[src/logic/cpu_ctrl_pkg.sv]
`default_nettype none

package cpu_ctrl_pkg;

    // alu function select
    typedef enum logic [3:0] {
        ALU_ADD  = 4'd0,
        ALU_SUB  = 4'd1,
        ALU_AND  = 4'd2,
        ALU_OR   = 4'd3,
        ALU_XOR  = 4'd4,
        ALU_SLT  = 4'd5,
        ALU_SLTU = 4'd6,
        ALU_SLL  = 4'd7,
        // immediate into upper half
        ALU_LUI  = 4'd8
    } alu_op_e;

    // multicycle sequencer
    // fetch issues the sram read, exec decodes and retires,
    // mem only for loads
    typedef enum logic [1:0] {
        S_FETCH = 2'd0,
        S_EXEC  = 2'd1,
        S_MEM   = 2'd2
    } seq_state_e;

    // 16-bit immediate widening
    typedef enum logic {
        IMM_SIGN = 1'b0,
        IMM_ZERO = 1'b1
    } imm_ext_e;

    // next pc source
    typedef enum logic [1:0] {
        PC_SEQ    = 2'd0,
        PC_BRANCH = 2'd1,
        PC_JUMP   = 2'd2
    } pc_sel_e;

endpackage

`default_nettype wire

[src/logic/cpu_isa_pkg.sv]
`default_nettype none

package cpu_isa_pkg;

    // one machine word, data or byte address
    typedef logic [31:0] word_t;
    // architectural register number
    typedef logic [4:0]  reg_idx_t;
    // instruction fields
    typedef logic [5:0]  opcode_t;
    typedef logic [5:0]  funct_t;
    typedef logic [4:0]  shamt_t;
    typedef logic [15:0] imm_t;
    // per-byte write strobe on the sram ports
    typedef logic [3:0]  byte_en_t;

    // major opcodes, bits 31:26
    localparam opcode_t OP_SPECIAL = 6'h00;
    localparam opcode_t OP_J       = 6'h02;
    localparam opcode_t OP_BEQ     = 6'h04;
    localparam opcode_t OP_BNE     = 6'h05;
    localparam opcode_t OP_ADDIU   = 6'h09;
    localparam opcode_t OP_ANDI    = 6'h0c;
    localparam opcode_t OP_ORI     = 6'h0d;
    localparam opcode_t OP_LUI     = 6'h0f;
    localparam opcode_t OP_LW      = 6'h23;
    localparam opcode_t OP_SW      = 6'h2b;

    // function codes under OP_SPECIAL, bits 5:0
    localparam funct_t FN_SLL  = 6'h00;
    localparam funct_t FN_ADDU = 6'h21;
    localparam funct_t FN_SUBU = 6'h23;
    localparam funct_t FN_AND  = 6'h24;
    localparam funct_t FN_OR   = 6'h25;
    localparam funct_t FN_XOR  = 6'h26;
    localparam funct_t FN_SLT  = 6'h2a;
    localparam funct_t FN_SLTU = 6'h2b;

    // boot vector, kseg1 uncached
    localparam word_t RESET_PC = 32'hbfc0_0000;

endpackage

`default_nettype wire

[src/logic/ctrl_if.sv]
`timescale 1ns/1ns
`default_nettype none

// decoded control, control_unit to datapath
interface ctrl_if import cpu_ctrl_pkg::*; ();

    seq_state_e state;
    // sram fetch request, low until the core leaves reset
    logic       fetch_req;
    alu_op_e    alu_op;
    // b operand is the widened immediate
    logic       alu_src_imm;
    imm_ext_e   imm_ext;
    // destination is rt (i-type) rather than rd
    logic       dst_is_rt;
    // only high in the writeback state
    logic       reg_write;
    logic       mem_read;
    logic       mem_write;
    // bne instead of beq
    logic       branch_ne;
    logic       is_branch;
    logic       is_jump;

    modport ctrl (
        output state, fetch_req, alu_op, alu_src_imm, imm_ext, dst_is_rt,
        output reg_write, mem_read, mem_write, branch_ne, is_branch, is_jump
    );

    modport dp (
        input state, fetch_req, alu_op, alu_src_imm, imm_ext, dst_is_rt,
        input reg_write, mem_read, mem_write, branch_ne, is_branch, is_jump
    );

endinterface

`default_nettype wire

[src/logic/alu.sv]
`timescale 1ns/1ns
`default_nettype none

module alu import cpu_isa_pkg::*, cpu_ctrl_pkg::*; (
    input  wire alu_op_e op,
    input  wire word_t   a,
    input  wire word_t   b,
    // shift amount comes from the instruction
    input  wire shamt_t  shamt,
    output word_t        y,
    output wire          zero
);

    always_comb begin
        case (op)
            ALU_ADD:  y = a + b;
            ALU_SUB:  y = a - b;
            ALU_AND:  y = a & b;
            ALU_OR:   y = a | b;
            ALU_XOR:  y = a ^ b;
            // signed compare
            ALU_SLT:  y = {31'd0, $signed(a) < $signed(b)};
            ALU_SLTU: y = {31'd0, a < b};
            // sll shifts rt, which arrives on b
            ALU_SLL:  y = b << shamt;
            ALU_LUI:  y = {b[15:0], 16'h0000};
            default:  y = 32'h0000_0000;
        endcase
    end

    // equality flag for beq/bne after a subtract
    assign zero = (y == 32'h0000_0000);

endmodule

`default_nettype wire

[src/logic/control_unit.sv]
`timescale 1ns/1ns
`default_nettype none

module control_unit import cpu_isa_pkg::*, cpu_ctrl_pkg::*; (
    input  wire        clk,
    input  wire        rst_n,
    input  wire word_t instr,
    input  wire        alu_zero,
    ctrl_if.ctrl       ctrl
);

    seq_state_e state;
    seq_state_e state_nxt;
    opcode_t    opcode;
    funct_t     funct;
    // high from the first cycle after reset release
    logic       run;
    logic       writes_rf;
    logic       is_load;
    logic       is_store;

    assign opcode = instr[31:26];
    assign funct  = instr[5:0];

    always_ff @(posedge clk or negedge rst_n) begin
        if (!rst_n) begin
            run   <= 1'b0;
            state <= S_FETCH;
        end else begin
            run   <= 1'b1;
            state <= state_nxt;
        end
    end

    // fetch waits for run so the first request goes out after reset
    always_comb begin
        case (state)
            S_FETCH: state_nxt = run ? S_EXEC : S_FETCH;
            S_EXEC:  state_nxt = is_load ? S_MEM : S_FETCH;
            default: state_nxt = S_FETCH;
        endcase
    end

    always_comb begin
        ctrl.alu_op      = ALU_ADD;
        ctrl.alu_src_imm = 1'b0;
        ctrl.imm_ext     = IMM_SIGN;
        ctrl.dst_is_rt   = 1'b0;
        ctrl.branch_ne   = 1'b0;
        ctrl.is_branch   = 1'b0;
        ctrl.is_jump     = 1'b0;
        writes_rf        = 1'b0;
        is_load          = 1'b0;
        is_store         = 1'b0;
        case (opcode)
            OP_SPECIAL: begin
                writes_rf = 1'b1;
                case (funct)
                    FN_ADDU: ctrl.alu_op = ALU_ADD;
                    FN_SUBU: ctrl.alu_op = ALU_SUB;
                    FN_AND:  ctrl.alu_op = ALU_AND;
                    FN_OR:   ctrl.alu_op = ALU_OR;
                    FN_XOR:  ctrl.alu_op = ALU_XOR;
                    FN_SLT:  ctrl.alu_op = ALU_SLT;
                    FN_SLTU: ctrl.alu_op = ALU_SLTU;
                    FN_SLL:  ctrl.alu_op = ALU_SLL;
                    // unsupported funct, retire as a nop
                    default: writes_rf = 1'b0;
                endcase
            end
            OP_ADDIU, OP_LW, OP_SW: begin
                ctrl.alu_src_imm = 1'b1;
                ctrl.dst_is_rt   = 1'b1;
                writes_rf        = (opcode != OP_SW);
                is_load          = (opcode == OP_LW);
                is_store         = (opcode == OP_SW);
            end
            OP_ANDI, OP_ORI: begin
                ctrl.alu_op      = (opcode == OP_ANDI) ? ALU_AND : ALU_OR;
                ctrl.alu_src_imm = 1'b1;
                ctrl.imm_ext     = IMM_ZERO;
                ctrl.dst_is_rt   = 1'b1;
                writes_rf        = 1'b1;
            end
            OP_LUI: begin
                ctrl.alu_op      = ALU_LUI;
                ctrl.alu_src_imm = 1'b1;
                ctrl.dst_is_rt   = 1'b1;
                writes_rf        = 1'b1;
            end
            OP_BEQ, OP_BNE: begin
                // compare by subtraction, zero flag decides
                ctrl.alu_op    = ALU_SUB;
                ctrl.is_branch = 1'b1;
                ctrl.branch_ne = (opcode == OP_BNE);
            end
            OP_J: ctrl.is_jump = 1'b1;
            default: ;
        endcase
    end

    assign ctrl.state     = state;
    assign ctrl.fetch_req = run && (state == S_FETCH);
    // writeback state is exec, or mem for loads
    assign ctrl.reg_write = writes_rf &&
                            ((state == S_EXEC && !is_load) || (state == S_MEM && is_load));
    assign ctrl.mem_read  = is_load && (state == S_EXEC);
    assign ctrl.mem_write = is_store && (state == S_EXEC);

    a_mem_excl: assert property (@(posedge clk) disable iff (!rst_n)
        !(ctrl.mem_read && ctrl.mem_write));

    a_state_legal: assert property (@(posedge clk) disable iff (!rst_n)
        state inside {S_FETCH, S_EXEC, S_MEM});

    // branch decision needs a settled compare from the datapath
    a_branch_zero_known: assert property (@(posedge clk) disable iff (!rst_n)
        (ctrl.is_branch && state == S_EXEC) |-> !$isunknown(alu_zero));

endmodule

`default_nettype wire

[src/logic/datapath.sv]
`timescale 1ns/1ns
`default_nettype none

module datapath import cpu_isa_pkg::*, cpu_ctrl_pkg::*; (
    input  wire           clk,
    input  wire           rst_n,
    output wire           inst_sram_en,
    output wire byte_en_t inst_sram_wen,
    output wire word_t    inst_sram_addr,
    output wire word_t    inst_sram_wdata,
    input  wire word_t    inst_sram_rdata,
    output wire           data_sram_en,
    output wire byte_en_t data_sram_wen,
    output wire word_t    data_sram_addr,
    output wire word_t    data_sram_wdata,
    input  wire word_t    data_sram_rdata,
    output wire word_t    debug_wb_pc,
    output wire byte_en_t debug_wb_rf_wen,
    output wire reg_idx_t debug_wb_rf_wnum,
    output wire word_t    debug_wb_rf_wdata
);

    ctrl_if u_ctrl_if ();

    word_t       pc;
    word_t       ir;
    word_t       instr;
    word_t       pc_plus4;
    word_t       br_target;
    word_t       j_target;
    word_t       pc_next;
    word_t       imm_x;
    word_t       rd1;
    word_t       rd2;
    word_t       alu_b;
    word_t       alu_y;
    word_t       wb_data;
    reg_idx_t    rs;
    reg_idx_t    rt;
    reg_idx_t    rd;
    reg_idx_t    wa;
    shamt_t      shamt;
    imm_t        imm;
    logic [25:0] jidx;
    logic        alu_zero;
    logic        taken;
    logic        retire;
    pc_sel_e     pc_sel;

    // sram data arrives in exec, later states use the captured copy
    assign instr = (u_ctrl_if.state == S_EXEC) ? inst_sram_rdata : ir;

    assign rs    = instr[25:21];
    assign rt    = instr[20:16];
    assign rd    = instr[15:11];
    assign shamt = instr[10:6];
    assign imm   = instr[15:0];
    assign jidx  = instr[25:0];

    always_ff @(posedge clk) begin
        if (u_ctrl_if.state == S_EXEC) begin
            ir <= inst_sram_rdata;
        end
    end

    control_unit u_control_unit (
        .clk      (clk),
        .rst_n    (rst_n),
        .instr    (instr),
        .alu_zero (alu_zero),
        .ctrl     (u_ctrl_if.ctrl)
    );

    // sign or zero widening of the immediate
    assign imm_x = (u_ctrl_if.imm_ext == IMM_ZERO) ? {16'h0000, imm} : {{16{imm[15]}}, imm};
    assign alu_b = u_ctrl_if.alu_src_imm ? imm_x : rd2;

    alu u_alu (
        .op    (u_ctrl_if.alu_op),
        .a     (rd1),
        .b     (alu_b),
        .shamt (shamt),
        .y     (alu_y),
        .zero  (alu_zero)
    );

    // loads write back from the sram in mem, all else from the alu
    assign wa      = u_ctrl_if.dst_is_rt ? rt : rd;
    assign wb_data = (u_ctrl_if.state == S_MEM) ? data_sram_rdata : alu_y;

    regfile u_regfile (
        .clk   (clk),
        .rst_n (rst_n),
        .ra1   (rs),
        .ra2   (rt),
        .wa    (wa),
        .we    (u_ctrl_if.reg_write),
        .wd    (wb_data),
        .rd1   (rd1),
        .rd2   (rd2)
    );

    // no delay slot, targets relative to pc+4
    assign pc_plus4  = pc + 32'd4;
    assign br_target = pc_plus4 + {imm_x[29:0], 2'b00};
    assign j_target  = {pc_plus4[31:28], jidx, 2'b00};
    // beq takes on equal, bne on not equal
    assign taken     = alu_zero ^ u_ctrl_if.branch_ne;

    always_comb begin
        if (u_ctrl_if.is_jump) begin
            pc_sel = PC_JUMP;
        end else if (u_ctrl_if.is_branch && taken) begin
            pc_sel = PC_BRANCH;
        end else begin
            pc_sel = PC_SEQ;
        end
    end

    always_comb begin
        case (pc_sel)
            PC_BRANCH: pc_next = br_target;
            PC_JUMP:   pc_next = j_target;
            default:   pc_next = pc_plus4;
        endcase
    end

    // last cycle of an instruction, lw retires one state later
    assign retire = (u_ctrl_if.state == S_EXEC && !u_ctrl_if.mem_read) ||
                    (u_ctrl_if.state == S_MEM);

    always_ff @(posedge clk or negedge rst_n) begin
        if (!rst_n) begin
            pc <= RESET_PC;
        end else if (retire) begin
            pc <= pc_next;
        end
    end

    // instruction port is read only
    assign inst_sram_en    = u_ctrl_if.fetch_req;
    assign inst_sram_wen   = 4'h0;
    assign inst_sram_addr  = pc;
    assign inst_sram_wdata = 32'h0000_0000;

    // word accesses only, address is rs + offset
    assign data_sram_en    = u_ctrl_if.mem_read | u_ctrl_if.mem_write;
    assign data_sram_wen   = u_ctrl_if.mem_write ? 4'hf : 4'h0;
    assign data_sram_addr  = alu_y;
    assign data_sram_wdata = rd2;

    // trace only shows writes that land, r0 excluded
    assign debug_wb_pc       = pc;
    assign debug_wb_rf_wen   = (u_ctrl_if.reg_write && wa != 5'd0) ? 4'hf : 4'h0;
    assign debug_wb_rf_wnum  = wa;
    assign debug_wb_rf_wdata = wb_data;

    // targets are built from word offsets, so the pc stays aligned
    a_pc_aligned: assert property (@(posedge clk) disable iff (!rst_n) pc[1:0] == 2'b00);

endmodule

`default_nettype wire

[src/logic/mycpu_top.sv]
`timescale 1ns/1ns
`default_nettype none

module mycpu_top import cpu_isa_pkg::*; (
    input  wire           clk,
    input  wire           rst_n,

    // instruction sram, rdata one cycle after en
    output wire           inst_sram_en,
    output wire byte_en_t inst_sram_wen,
    output wire word_t    inst_sram_addr,
    output wire word_t    inst_sram_wdata,
    input  wire word_t    inst_sram_rdata,

    // data sram
    output wire           data_sram_en,
    output wire byte_en_t data_sram_wen,
    output wire word_t    data_sram_addr,
    output wire word_t    data_sram_wdata,
    input  wire word_t    data_sram_rdata,

    // writeback trace
    output wire word_t    debug_wb_pc,
    output wire byte_en_t debug_wb_rf_wen,
    output wire reg_idx_t debug_wb_rf_wnum,
    output wire word_t    debug_wb_rf_wdata
);

    datapath u_datapath (
        .clk               (clk),
        .rst_n             (rst_n),
        .inst_sram_en      (inst_sram_en),
        .inst_sram_wen     (inst_sram_wen),
        .inst_sram_addr    (inst_sram_addr),
        .inst_sram_wdata   (inst_sram_wdata),
        .inst_sram_rdata   (inst_sram_rdata),
        .data_sram_en      (data_sram_en),
        .data_sram_wen     (data_sram_wen),
        .data_sram_addr    (data_sram_addr),
        .data_sram_wdata   (data_sram_wdata),
        .data_sram_rdata   (data_sram_rdata),
        .debug_wb_pc       (debug_wb_pc),
        .debug_wb_rf_wen   (debug_wb_rf_wen),
        .debug_wb_rf_wnum  (debug_wb_rf_wnum),
        .debug_wb_rf_wdata (debug_wb_rf_wdata)
    );

endmodule

`default_nettype wire

[src/logic/regfile.sv]
`timescale 1ns/1ns
`default_nettype none

module regfile import cpu_isa_pkg::*; (
    input  wire           clk,
    input  wire           rst_n,
    input  wire reg_idx_t ra1,
    input  wire reg_idx_t ra2,
    input  wire reg_idx_t wa,
    input  wire           we,
    input  wire word_t    wd,
    output wire word_t    rd1,
    output wire word_t    rd2
);

    word_t regs [32];

    // r0 never written so it stays at its reset zero
    always_ff @(posedge clk or negedge rst_n) begin
        if (!rst_n) begin
            for (int i = 0; i < 32; i++) begin
                regs[i] <= 32'h0000_0000;
            end
        end else if (we && wa != 5'd0) begin
            regs[wa] <= wd;
        end
    end

    // asynchronous reads
    assign rd1 = regs[ra1];
    assign rd2 = regs[ra2];

    a_r0_zero: assert property (@(posedge clk) disable iff (!rst_n)
        (ra1 != 5'd0 || rd1 == 32'h0) && (ra2 != 5'd0 || rd2 == 32'h0));

endmodule

`default_nettype wire

[config.mk]
export PLATFORM = sky130hd
export DESIGN_NAME = mycpu_top
export DESIGN_NICKNAME = d
export VERILOG_FILES = /design/src/logic/cpu_ctrl_pkg.sv /design/src/logic/cpu_isa_pkg.sv /design/src/logic/ctrl_if.sv /design/src/logic/alu.sv /design/src/logic/control_unit.sv /design/src/logic/datapath.sv /design/src/logic/mycpu_top.sv /design/src/logic/regfile.sv
export SDC_FILE = /design/constraint.sdc
export NUM_CORES = 2
export LEC_CHECK = 0
export BUFFER_PORTS_ARGS = -buffer_cell sky130_fd_sc_hd__buf_2
export CORE_UTILIZATION = 53
export CTS_BUF_LIST = sky130_fd_sc_hd__clkbuf_4
export CTS_CLUSTER_SIZE = 8
export DETAILED_ROUTE_END_ITERATION = 8
export MAX_ROUTING_LAYER = met4
export PLACE_DENSITY = 0.76
export SLEW_MARGIN = 20
export SYNTH_ARGS = -nofsm -noshare
export SYNTH_HDL_FRONTEND = slang
export SYNTH_HIERARCHICAL = 1
export SYNTH_SLANG_ARGS = --single-unit
[constraint.sdc]
create_clock -name clk -period 10.95 [get_ports clk]
set_clock_uncertainty 0.05 [all_clocks]
set_input_delay 1.095 -clock clk [delete_from_list [all_inputs] [get_ports clk]]
set_output_delay 1.095 -clock clk [all_outputs]
set_load 0.01 [all_outputs]
==> results.cfg <==
[run_status]
status = finished clean

[worst_setup_path]
required_ps = 9810
slowest_stage = dfrtp_1
start_kind = flip-flop
crit_path_end_kind = output pin
criticalPathCategory = flip-flop to output pin
crit_path_max_incr_delay_ps = 440
worstPathArrival_ps = 9570
cp_max_fo = 34

[floorplanning]
io_pins = 277
die-area_um2 = 134200
initial_utilization_pct = 53.46
die_h_um = 366.4
std_cell_rows = 133
core_area_um2 = 131600
fp.dieW_um = 366.4

[route]
vias = 58460
drtPass1Iterations = 7
ant_nets = 0
wl_per_cell_um = 29.19
drc = 0
drt_iter0_markers = 7573
vias_per_cell = 6.751
wl_um = 252800

[synthesis]
netlist_top_cells_area = dfrtp_1 37%, mux2_2 16%, mux2i_1 15%
seq_area_frac_synth_pct = 38.51
syn_avg_cell_area_um2 = 10.67
synth-main-ff-cell = dfrtp_1
synth-edff-count = 0
synth_top_area_share_pct = 37.27
syn_area_um2 = 70370
ys_ff_latch = 1089
synth-warning-count = 6
async_flop_share_pct = 97.06
yosysTopAreaCell = dfrtp_1
ys_top_cells_by_count = 1,079 x mux2i_1, 1,048 x dfrtp_1, 1,021 x mux2_2
synth.most_common_cell = mux2i_1
syn_inst = 6595
ys_types = 113

[sta]
period_minus_slack_ps = 10710
fmax_mhz = 93.36
finalHoldViolCount = 0
relSlewSlack_pct = 22.49
tightestPinTransition_ps = 1163
setup_viol = 0
finalCritPeriodShare_pct = 97.82
tns_ps = 0
maxSlewViolCount = 0
hold_slack_ps = 89.44

[place]
port_buffers = 236
placedCellCount = 8144
dp_hpwl_um = 159200
place_area_um2 = 72310
gp_congestion = 1.032

[cts]
cts-root-buf = clkbuf_4
cts_tree = yes
numCtsBuffers = 309
cts_max_level = 5
clk_pin_slew_worst_paths_ps = 80
cts_max_path_buffers = 4
clock_latency_ps = 1350
cts.sinks = 1089

[pwr]
switchingPower_mw = 8.449
vdd_drop_max_mv = 0.2885
combPwrFrac_pct = 51.9
clkPwrFrac_pct = 20.3
total_leakage_power_nw = 37.58
p_int_mw = 9.335
swShare_pct = 47.51
seqPwrFrac_pct = 27.8
power.density_nw_per_um2 = 234.0
p_total_mw = 17.78

[job]
maxCapViolCount = 0

[global_route]
grt_max_degree = 190
antenna_found_initial = 8
grt_overflow = 0
grt_pass1_wl_um = 370000
grt.total_usage_pct = 37.69
first_global_vias = 56924

[finish]
n_fill_cell = 10981
layout-drive-gt1-share_pct = 29.62
fin_cells = 8660
nets = 6906
design_area_um2 = 76000
area_growth_pct = 8.001

[min_path]
hold_class = primary input to flip-flop
[power by group through the flow]
stage	sequential (mW)	clock [mW]	combinational, mW
after floorplan	4.89	0	5.74
after global placement	4.95	0	8.83
after detailed placement	4.99	0	8.89
after CTS	4.92	3.66	8.93
after global routing	4.99	3.89	9.67
final	4.94	3.61	9.24
[routing by layer]
layer	share of wire (%)	global-route usage, %
met1	40	49.12
met2	44	54.47
met3	11	9.371
met4	5.4	18.88
met5	0	-
[state kept, by name (all words and copies together), names as in the netlist]
register                              count
u_datapath/u_regfile/regs              1024
u_datapath/ir                            32
u_datapath/debug_wb_pc                   30
u_datapath/u_control_unit/ctrl.state      2
u_datapath/u_control_unit/run             1
[critical path, delay by kind of cell, from the launching register on]
family,cells,cell delay (ps)
muxes,2,660
buffers and inverters,9,2070
DFF,1,440
AOI/OAI and AO/OA,11,2970
adders and majority gates,1,390
and+or+nand+nor,6,1610
[per-stage QoR]
stage | setup WS (ps) | util [%]
floorplan | 2195 | -
CTS | 111.9 | 57.67
global placement | 668.6 | 54.93
detailed placement | 672.6 | 54.93
global route | -56.81 | 57.73
finish | 239.1 | 57.74
[final timing paths]
path                                                               from                              end  slack, ps  cells past startpoint
worst max register to register  u_datapath/u_control_unit/ctrl.state[0]       u_datapath/debug_wb_pc[30]        900                     34
worst min register to register          u_datapath/u_regfile/regs[1012]  u_datapath/u_regfile/regs[1012]        350                      0
min in group asynchronous                                         rst_n   u_datapath/u_regfile/regs[158]        360                      2
worst max-delay path            u_datapath/u_control_unit/ctrl.state[0]            debug_wb_rf_wdata[27]        240                     29
worst min-delay path                                inst_sram_rdata[26]                u_datapath/ir[26]         90                      2
max in group asynchronous                                         rst_n   u_datapath/u_regfile/regs[418]       8110                      4
[final cells by class]
cell class              count  area (um^2)  share of cell area (%)
flip-flops and latches   1089        27100                   35.66
diodes                     14        35.03                 0.04610
multi-input cells        4728        39530                   52.01
well taps                1755         2196                   2.889
repair buffers            431         3017                   3.969
clock inverters            59        287.8                  0.3787
inverters                 148        563.0                  0.7408
clock buffers             436         3273                   4.307
[layout by cell type (no fill, tap or decap), drive strengths merged, types with 55 or more instances in the layout]
cell type	n
mux2i	1081
mux2	1061
dfrtp	1048
clkbuf	436
buf	428
a21oi	359
nand2	355
nand3	252
a22oi	226
nor2	185
inv	150
o21ai	135
a22o	132
ha	130
nor3	109
a31oi	90
clkinv	55
[repair_timing]
item	CTS	global route
setup buffers	0	4
hold buffers	3	0
resized for setup	4	3
hold endpoints to repair	82	0
setup endpoints to repair	1	3
[logic make-up after synthesis]
logic type	synth area share (%)
AO/OA/AOI/OAI	11.97
XOR/XNOR	0.6846
adder cells (fa/ha/maj)	2.397
buffers and inverters	5.910
flip-flops	38.51
multiplexers	32.80
other	0.01067
AND/OR/NAND/NOR	7.711
Power figures use the tool's default switching activity.
